### config.mk
export PLATFORM = sky130hd
export DESIGN_NAME = pool_top
export DESIGN_NICKNAME = d
export VERILOG_FILES = /design/src/pool_pkg.sv /design/src/pool_res_if.sv /design/src/pool_win_if.sv /design/src/pool_decode.sv /design/src/pool_execute.sv /design/src/pool_result.sv /design/src/pool_top.sv
export VERILOG_INCLUDE_DIRS = /design/src
export SDC_FILE = /design/constraint.sdc
export NUM_CORES = 1
export LEC_CHECK = 0
export BUFFER_PORTS_ARGS = -buffer_cell sky130_fd_sc_hd__buf_2
export CAP_MARGIN = 0
export CORE_UTILIZATION = 24
export DETAILED_ROUTE_END_ITERATION = 12
export SLEW_MARGIN = 40
export SYNTH_ARGS = -nofsm -noshare
export SYNTH_HDL_FRONTEND = slang
export SYNTH_SLANG_ARGS = --single-unit
export TNS_END_PERCENT = 100
### constraint.sdc
create_clock -name clk -period 9.9 [get_ports clk]
set_input_delay 1.98 -clock clk [delete_from_list [all_inputs] [get_ports clk]]
set_output_delay 1.98 -clock clk [all_outputs]
set_load 0.05 [all_outputs]
### src/pool_defs.svh
`ifndef POOL_DEFS_SVH
`define POOL_DEFS_SVH

//////////////////////////////
// image shape
//////////////////////////////

// pixels per row, must be even
`define POOL_IMG_COLS 8

// rows per frame, must be even
`define POOL_IMG_ROWS 6

//////////////////////////////
// datapath
//////////////////////////////

// unsigned pixel width
`define POOL_DATA_W 16

// channels sharing one pixel stream
`define POOL_CHANNELS 4

`endif

### src/pool_pkg.sv
`include "pool_defs.svh"

package pool_pkg;

    //////////////////////////////
    // pixel and channel types
    //////////////////////////////

    // one unsigned pixel
    typedef logic [`POOL_DATA_W-1:0] pixel_t;

    // one pixel per channel, channel 0 in the low bits
    typedef pixel_t [`POOL_CHANNELS-1:0] chan_vec_t;

    // column position inside a row
    typedef logic [$clog2(`POOL_IMG_COLS)-1:0] col_idx_t;

    //////////////////////////////
    // window role
    //////////////////////////////

    // where an accepted pixel sits in its 2x2 window
    typedef enum logic [1:0] {
        PH_TOP       = 2'd0,
        PH_BOT_LEFT  = 2'd1,
        PH_BOT_RIGHT = 2'd2
    } pool_phase_e;

endpackage

### src/pool_res_if.sv
interface pool_res_if;

    // one pulse per completed window
    logic                max_valid;

    // window maxima, one per channel
    pool_pkg::chan_vec_t max_data;

    // execute side, drives the compare result
    modport exe (
        output max_valid,
        output max_data
    );

    // result side, registers it
    modport res (
        input max_valid,
        input max_data
    );

endinterface

### src/pool_win_if.sv
interface pool_win_if;

    //////////////////////////////
    // tagged pixel from decode
    //////////////////////////////

    // pixel accepted this cycle
    logic                  px_valid;

    // all channels of that pixel
    pool_pkg::chan_vec_t   px_data;

    // its column in the row
    pool_pkg::col_idx_t    col;

    // role inside the 2x2 window
    pool_pkg::pool_phase_e phase;

    // decode side, tags the stream
    modport dec (
        output px_valid,
        output px_data,
        output col,
        output phase
    );

    // execute side, fields only meaningful with px_valid
    modport exe (
        input px_valid,
        input px_data,
        input col,
        input phase
    );

endinterface

### src/pool_decode.sv
`include "pool_defs.svh"

module pool_decode (
    input  logic                clk,
    input  logic                rst_n,
    input  logic                in_valid,
    input  pool_pkg::chan_vec_t in_data,
    pool_win_if.dec             win
);

    import pool_pkg::*;

    localparam int ROW_W = $clog2(`POOL_IMG_ROWS);

    //////////////////////////////
    // position counters
    //////////////////////////////

    col_idx_t         col_q;
    logic [ROW_W-1:0] row_q;
    logic             row_end;
    logic             frame_end;

    // last pixel of a row / of the whole frame
    assign row_end   = (col_q == col_idx_t'(`POOL_IMG_COLS - 1));
    assign frame_end = row_end && (row_q == ROW_W'(`POOL_IMG_ROWS - 1));

    // advance only on accepted pixels, gaps hold everything
    always_ff @(posedge clk or negedge rst_n) begin
        if (!rst_n) begin
            col_q <= '0;
            row_q <= '0;
        end else if (in_valid) begin
            if (row_end) begin
                col_q <= '0;
            end else begin
                col_q <= col_q + 1'b1;
            end
            // next frame starts right away, no idle cycle
            if (frame_end) begin
                row_q <= '0;
            end else if (row_end) begin
                row_q <= row_q + 1'b1;
            end
        end
    end

    //////////////////////////////
    // window phase tagging
    //////////////////////////////

    // even row -> top half of the window
    // odd row, even col -> bottom left
    // odd row, odd col -> bottom right, window done
    always_comb begin
        if (!row_q[0]) begin
            win.phase = PH_TOP;
        end else if (!col_q[0]) begin
            win.phase = PH_BOT_LEFT;
        end else begin
            win.phase = PH_BOT_RIGHT;
        end
    end

    // pixel and column pass straight through, no delay
    assign win.px_valid = in_valid;
    assign win.px_data  = in_data;
    assign win.col      = col_q;

endmodule

### src/pool_execute.sv
`include "pool_defs.svh"

module pool_execute (
    input  logic    clk,
    pool_win_if.exe win,
    pool_res_if.exe res
);

    import pool_pkg::*;

    //////////////////////////////
    // helpers
    //////////////////////////////

    // unsigned two-way max
    function automatic pixel_t pix_max(input pixel_t a, input pixel_t b);
        pixel_t m;
        m = (a > b) ? a : b;
        return m;
    endfunction

    //////////////////////////////
    // phase decode
    //////////////////////////////

    logic top_wr;
    logic left_upd;
    logic win_done;

    // even rows fill the line buffer
    assign top_wr   = win.px_valid && (win.phase == PH_TOP);

    // bottom left pixel folds into the left-column max
    assign left_upd = win.px_valid && (win.phase == PH_BOT_LEFT);

    // bottom right pixel closes the window
    assign win_done = win.px_valid && (win.phase == PH_BOT_RIGHT);

    assign res.max_valid = win_done;

    //////////////////////////////
    // per-channel datapath
    //////////////////////////////

    for (genvar c = 0; c < `POOL_CHANNELS; c++) begin : g_chan

        // one image row of this channel
        pixel_t line_buf [`POOL_IMG_COLS];

        // max of top-left and bottom-left pixels
        pixel_t left_max;

        // pixel above the incoming one
        pixel_t top_px;

        // incoming pixel of this channel
        pixel_t cur_px;

        // max of the right column of the window
        pixel_t right_max;

        assign cur_px = win.px_data[c];

        // read at the current column, only used on odd rows
        assign top_px = line_buf[win.col];

        // buffer entries are always written on the even row first
        always_ff @(posedge clk) begin
            if (top_wr) begin
                line_buf[win.col] <= cur_px;
            end
        end

        // held across gaps until the right pixel arrives
        always_ff @(posedge clk) begin
            if (left_upd) begin
                left_max <= pix_max(top_px, cur_px);
            end
        end

        assign right_max = pix_max(top_px, cur_px);

        // final compare, sampled by result on win_done
        assign res.max_data[c] = pix_max(left_max, right_max);

    end

endmodule

### src/pool_result.sv
module pool_result (
    input  logic                clk,
    input  logic                rst_n,
    pool_res_if.res             res,
    output logic                out_valid,
    output pool_pkg::chan_vec_t out_data
);

    import pool_pkg::*;

    //////////////////////////////
    // output stage
    //////////////////////////////

    // data to load, zero on cycles with no window
    chan_vec_t next_data;

    always_comb begin
        if (res.max_valid) begin
            next_data = res.max_data;
        end else begin
            next_data = '0;
        end
    end

    // one register stage, so out_valid is a single-cycle pulse
    // one cycle after the bottom right pixel
    always_ff @(posedge clk or negedge rst_n) begin
        if (!rst_n) begin
            out_valid <= 1'b0;
            out_data  <= '0;
        end else begin
            out_valid <= res.max_valid;
            // data stays zero while out_valid is low
            out_data  <= next_data;
        end
    end

endmodule

### src/pool_top.sv
module pool_top (
    input  logic                clk,
    input  logic                rst_n,
    input  logic                in_valid,
    input  pool_pkg::chan_vec_t in_data,
    output logic                out_valid,
    output pool_pkg::chan_vec_t out_data
);

    //////////////////////////////
    // stage links
    //////////////////////////////

    // decode -> execute, tagged pixels
    pool_win_if win_bus ();

    // execute -> result, window maxima
    pool_res_if res_bus ();

    //////////////////////////////
    // stages
    //////////////////////////////

    // row and column tracking
    pool_decode i_pool_decode (
        .clk      (clk),
        .rst_n    (rst_n),
        .in_valid (in_valid),
        .in_data  (in_data),
        .win      (win_bus.dec)
    );

    // line buffer and compares
    pool_execute i_pool_execute (
        .clk (clk),
        .win (win_bus.exe),
        .res (res_bus.exe)
    );

    // output register
    pool_result i_pool_result (
        .clk       (clk),
        .rst_n     (rst_n),
        .res       (res_bus.res),
        .out_valid (out_valid),
        .out_data  (out_data)
    );

endmodule

=== Word-level counts from Yosys, hierarchy flattened ===
Memories as Yosys holds them, arrays and structs flattened.
Cells that the tools add are included.
W data, S select, Z words.

* Order comparisons: 8
* Equality and inequality tests: 4
* Reduce and logical (&&, ||, !) cells: 7
* $add $sub $neg: 2
* Mux-type cells: 16

{| class="wikitable"
|+ Operator list
! cell !! count
|-
| $gt A16 B16 Y1 || 8
|-
| $mux W16 || 8
|-
| $mux W64 || 1
|-
| $mux W3 || 3
|-
| $add A3 B1 Y3 const B || 2
|-
| $eq A3 B3 Y1 const B || 2
|-
| $logic_and A1 B1 Y1 || 4
|-
| $mux W2 || 2
|-
| $eq A2 B1 Y1 const B || 1
|-
| $eq A2 B2 Y1 const B || 1
|-
| $logic_not A2 Y1 || 1
|-
| $mux W1 || 2
|-
| $reduce_and A2 Y1 || 1
|-
| $reduce_bool A2 Y1 || 1
|}

* Output and inout port bits: 65
* Bits in registers: 135
* Memories: 4
* Memory bits (writable): 512

{| class="wikitable"
|+ Memory list
! name !! depth !! width !! rd ports !! clocked after memory_dff !! write ports !! line !! source
|-
| i_pool_execute.g_chan[0].line_buf || 8 || 16 || 1 || 0 || 1 || pool_execute.sv:48 || <nowiki>pixel_t line_buf [`POOL_IMG_COLS];</nowiki>
|-
| i_pool_execute.g_chan[1].line_buf || 8 || 16 || 1 || 0 || 1 || pool_execute.sv:48 ||
|-
| i_pool_execute.g_chan[2].line_buf || 8 || 16 || 1 || 0 || 1 || pool_execute.sv:48 ||
|-
| i_pool_execute.g_chan[3].line_buf || 8 || 16 || 1 || 0 || 1 || pool_execute.sv:48 ||
|}

=== Logic depth before layout (Yosys ltp) ===
* Depth in word-level cells: 6
* Depth in mapped cells: 31

=== Cells and area by module ===
A second synthesis with hierarchy kept.

* Cell total of the unflattened synthesis: 1878
* Area, all modules: 29092.9 um2

{| class="wikitable"
|+ By module, submodules not included
! module !! cells each !! area each (um2) !! sequential area each (um2) !! instances
|-
| pool_execute || 1653 || 26152.6 || 17296.6 || 1
|-
| pool_result || 135 || 2137.0 || 1626.6 || 1
|-
| pool_decode || 90 || 803.3 || 150.1 || 1
|}

=== Worst setup path after synthesis ===
OpenSTA, ideal clock, no wires.

* Path kind: input to register
* From: in in_valid
* To: mem i_pool_execute.g_chan[0].line_buf[0][0] in the netlist's numbering (enable)
* Slack: 715 ps
* Setup time: 644 ps
* Path buffers: 2
* Stages: 4
* Data required time: 9256 ps
* Data arrival time: 8541 ps
* Path through: clkbuf_1 nand2b_1 buf_1 nor4_1

* Longest elaborated chain between the ends: 3

{| class="wikitable"
|+ Ends and longest elaborated chain
! element !! line !! source
|-
| start: declaration || pool_top.sv:4 || <nowiki>input logic in_valid,</nowiki>
|-
| $logic_and A1 B1 Y1 || pool_execute.sv:31 || <nowiki>assign top_wr = win.px_valid && (win.phase == PH_TOP);</nowiki>
|-
| $mux W1 || pool_execute.sv:69 || <nowiki>if (top_wr) begin</nowiki>
|-
| $mux W1 (not written as such) || pool_execute.sv:70 || <nowiki>line_buf[win.col] <= cur_px;</nowiki>
|-
| end: declaration || pool_execute.sv:48 ||
|}

Every way passes these cells.

==> results.md <==
- The number of top-level pins is 132.
- Across the run, the number of max-cap violations was 0.
- Clock tree synthesis found a total of 647 sinks.
- The library cell used most frequently in the layout, excluding fill and tap cells, is sky130_fd_sc_hd__edfxtp_1.
- Buffers added to address setup during post-CTS repair amount to 0.
- Walking the worst path, the cells encountered are buf_4 -> and3b_4 -> buf_4 -> a22oi_1 -> nand4_1 -> ha_1 -> nand4_1 -> or3_1 -> a21o_1 -> and3_1 -> nor2b_4 -> mux2i_1 -> ha_1 -> a21o_1 -> a21o_1 -> a211oi_1 -> o221a_2 -> o21ai_0 -> a211oi_1 -> o21a_1 -> o21ai_0 -> a21oi_1.
- The class of the tightest hold or removal check is reg -> reg.
- The wire length per cell after detailed routing is 19.9 microns.
- The mean instance size in the synthesized netlist is 14.6 sq um.
- In the final layout, the share of cells above drive strength 1 is 0.155.
- In this run the power density over the cells is between 300 and 400 nW/um^2.
- After layout, the minimum clock period comes to 7.07 ns.
- Gates resized during post-CTS repair numbered 0.
- The peak ir drop on the vdd network is ~0.00015 V.
- The data required time of the worst path is ~10 ns.
- The logic gate share of total power is 0.399.
- Of the synthesized area, sequential elements account for 0.697.
- During synthesis, Yosys emitted a total of 0 warnings.
- The estimated wirelength of the detail-placed design is 44.1 mm.
- The final count of hold timing violations came to 0.
- In this run the deepest clock path goes through 3 buffers.
- The critical path's top delay family is compound AO/OA/AOI/OAI gates.
- The total number of vias is about 16k.
- Of the total power, the share spent switching nets is 0.381.
- The placed cell area is around 30,000 sq um.
- In this run the worst path has a maximum fanout of 30.
- Summed over all failing endpoints, the final setup total negative slack is 0 ns.
- In this run the standard cell core region covers roughly 110,000 sq um.
- Derived from the worst setup path, the maximum achievable clock frequency is between 100 and 150 MHz.
- The register bit total from synthesis is 647.
- Measured on the finished design, the core utilization comes to 0.284.
- The average via count per standard cell is around 4.6.
- Summed over all layers, the global routing overflow is 0.
- Across the whole layout, storage elements account for about 19,000 sq um.
- Setup violations remaining at the end of the flow were counted as 0.
- The library cell used as clock root buffer is sky130_fd_sc_hd__clkbuf_16.
- The worst setup path is launched from a flip-flop.
- The async set-or-reset flop fraction in the synthesized netlist is 0.110.
- The starting utilization of the core area is 0.243.
- The data arrival time of the critical path is roughly 7.6 ns.
- The share of total power in the clock network is 0.241.
- In this design, the stage delay of the slowest critical-path cell is between 0.6 and 0.7 ns.
- The number of instances in the synthesized netlist is 1,873.
- Among all flip-flop cells after synthesis, the most frequent one is sky130_fd_sc_hd__edfxtp_1.
- The multi-input combinational cells in the finished layout cover a total of about 7500 sq um.
- The number of global-route vias before repair is roughly 16k.
- The final-stage net count is between 2k and 2.5k.
- The startpoint-to-endpoint class of the critical path is reg -> reg.
- The remaining design rule violation count is 0.
- The worst setup path is captured at a flip-flop.
- The final RePlAce weighted congestion is ~0.8.
- The total detailed-routing wirelength is 70.9 mm.
- In this design, the critical path's most frequently occurring cell is sky130_fd_sc_hd__a21o_1.
- The worst clock skew is between 0.02 and 0.03 ns.
- The final cycle utilization of the critical path is 0.714.
- The buffer and inverter count on the worst path is 2.
- The final instance area is 32,000 sq um.
- The design draws between 9 and 10 mW.
- The summed instance area of the synthesized netlist is 27,400 sq um.
- The initial antenna violation count was 31.
- The share of total power dissipated in sequential elements is 0.360.
- The max-slew violation count is 0.
- The clock reaches the later pin of the worst-skew pair after 0.63 ns.
- Setup repair after global routing left no endpoint under its margin.
- The overall track demand over capacity in global routing is 0.119.
- In the layout the commonest cells are 576 x sky130_fd_sc_hd__edfxtp_1, 210 x sky130_fd_sc_hd__a22oi_1, 132 x sky130_fd_sc_hd__inv_1.
- The count of buffers added on input and output ports is approximately 130.
- When the netlist entered floorplanning its net count stood at ~2.1k.
- The remaining antenna violation count is 0.
- The H-tree was split into 2 levels.
- TritonCTS created 58 clock buffers.
- The static leakage is 11.5 nW.
- The total iterations of the first detailed-routing run is 5.
- The global-route wire length before repair is 105 mm.
- The cell-internal power is about 6.0 mW.
- The die width is between 300 and 400 microns.
- In this run the tightest slew margin relative to its limit is 0.457.
- The area growth from synthesis to layout is 17.1%.
- The first routing iteration left about 1.2k violations.
- In this run the power spent charging and discharging nets is 3.68 mW.
- Yosys mapped a number of flops with a built-in enable equal to about 580.
- The distinct cell type count after synthesis is 71.
- The die is 340 microns tall.
- The die covers about 120,000 sq um.
- The layout has around 11k filler cells.
- The floorplan has roughly 120 rows.
- TritonCTS built the clock tree.
- The run finished with clean final reports.
- In this run, post-CTS hold repair placed 0 buffers.
- The slowest stage of the critical path belongs to the cell sky130_fd_sc_hd__and3b_4.
- At the pin with the least slew margin, the transition time is a little over 0.8 ns.
- The clock-pin slew of the registers on the worst-case setup and hold paths is ~0.070 ns.
- Entering global routing, the biggest net connects 66 pins.
-- cell usage after synthesis, drive strengths merged (5+ instances only) --
library cell | n | area share
nand3 | 46 | 0.0089
o21ai | 73 | 0.013
dfrtp | 71 | 0.065
ha | 124 | 0.057
nand4 | 71 | 0.016
clkbuf | 62 | 0.0085
nor4 | 8 | 0.0018
mux2 | 7 | 0.0030
o211ai | 6 | 0.0016
edfxtp | 576 | 0.63
mux4 | 8 | 0.0069
a21o | 20 | 0.0055
a22oi | 210 | 0.058
and3 | 7 | 0.0018
a221oi | 14 | 0.0047
buf | 28 | 0.0062
a21oi | 85 | 0.016
nor3 | 12 | 0.0022
nor2b | 13 | 0.0030
nand2b | 7 | 0.0016
nor2 | 37 | 0.0051
nand2 | 112 | 0.015
a211oi | 10 | 0.0034
a22o | 9 | 0.0029
mux2i | 67 | 0.025
a31oi | 5 | 0.0011
inv | 133 | 0.018
-- final cells by class --
cell class | instances | area share
Tap cell | 1500 | 0.0586
Multi-Input combinational cell | 1002 | 0.235
Sequential cell | 647 | 0.595
Clock inverter | 43 | 0.0150
Timing Repair Buffer | 177 | 0.0342
Clock buffer | 62 | 0.0458
Antenna cell | 5 | 0.000391
Inverter | 134 | 0.0158
-- power by group through the flow --
stage | Sequential [mW] | Clock (mW) | Combinational, mW
CTS | 3.48 | 2.37 | 3.89
detailed placement | 3.54 | 0 | 3.88
floorplan | 3.75 | 0 | 2.53
finish | 3.48 | 2.33 | 3.85
global placement | 3.54 | 0 | 3.78
global route | 3.51 | 2.46 | 4.26
-- flip-flops by register name, indices dropped and copies added (netlist names) --
register	cells
i_pool_execute.g_chan.left_max	64
i_pool_result.out_valid	1
i_pool_decode.row_q	3
i_pool_decode.win.col	3
i_pool_execute.g_chan.line_buf	512
i_pool_result.out_data	64
-- path summary, 6_finish.rpt --
check | start | to | slack [ns] | cells after the start
worst max-delay path | i_pool_decode.win.col[0]$_DFFE_PN0P_ | i_pool_result.out_data[61]$_DFF_PN0_ | 2.83 | 22
worst min-delay path | i_pool_decode.row_q[2]$_DFFE_PN0P_ | i_pool_decode.row_q[2]$_DFFE_PN0P_ | 0.50 | 1
worst max register to register | i_pool_decode.win.col[0]$_DFFE_PN0P_ | i_pool_result.out_data[61]$_DFF_PN0_ | 2.83 | 22
worst min register to register | i_pool_decode.row_q[2]$_DFFE_PN0P_ | i_pool_decode.row_q[2]$_DFFE_PN0P_ | 0.50 | 1
max in group asynchronous | rst_n | i_pool_result.out_data[58]$_DFF_PN0_ | 7.76 | 3
min in group asynchronous | rst_n | i_pool_result.out_data[31]$_DFF_PN0_ | 1.24 | 1
-- stage by stage --
stage | std cells | worst slack, ns | hold slack, ns
final | 3570 | 2.83 | 0.496
after global routing | 3568 | 2.37 | 0.523
after CTS | 3564 | 2.51 | 0.501
after detailed placement | 3459 | 2.51 | 0.488
after global placement | 3452 | 2.27 | 0.481
after floorplan | 1873 | 0.715 | 0.451
-- kinds of logic (layout without fill, tap and decap cells) --
group,after synthesis,after routing,share of synthesized area
AOI/OAI and AO/OA,463,463,0.117
xor gates and xnor gates,4,4,0.00156
adders and majority gates,125,125,0.0571
buffers and inverters,224,416,0.0331
DFF,647,647,0.697
muxes,82,82,0.0345
other,0,5,0
and+or+nand+nor,328,328,0.0601
-- layer usage --
metal  part of all wire  vias up  track usage
met5             0.0022        -            0
li1                   -     7589            -
met4              0.028       26       0.0372
met2               0.51      381        0.210
met3              0.055      126       0.0211
met1               0.41     8325        0.147
-- worst reg2reg max path: stages, from the launching register on --
cell                       delay [ns]
sky130_fd_sc_hd__dfrtp_1         0.53
sky130_fd_sc_hd__buf_4           0.36
sky130_fd_sc_hd__and3b_4         0.62
sky130_fd_sc_hd__buf_4           0.54
sky130_fd_sc_hd__a22oi_1         0.23
sky130_fd_sc_hd__nand4_1         0.17
sky130_fd_sc_hd__ha_1            0.15
sky130_fd_sc_hd__nand4_1         0.20
sky130_fd_sc_hd__or3_1           0.42
sky130_fd_sc_hd__a21o_1          0.18
sky130_fd_sc_hd__and3_1          0.23
sky130_fd_sc_hd__nor2b_4         0.47
sky130_fd_sc_hd__mux2i_1         0.40
sky130_fd_sc_hd__ha_1            0.31
sky130_fd_sc_hd__a21o_1          0.18
sky130_fd_sc_hd__a21o_1          0.18
sky130_fd_sc_hd__a211oi_1        0.24
sky130_fd_sc_hd__o221a_2         0.22
sky130_fd_sc_hd__o21ai_0         0.12
sky130_fd_sc_hd__a211oi_1        0.37
sky130_fd_sc_hd__o21a_1          0.51
sky130_fd_sc_hd__o21ai_0         0.18
sky130_fd_sc_hd__a21oi_1         0.18
Note: power is estimated with default switching activity, not from simulation.
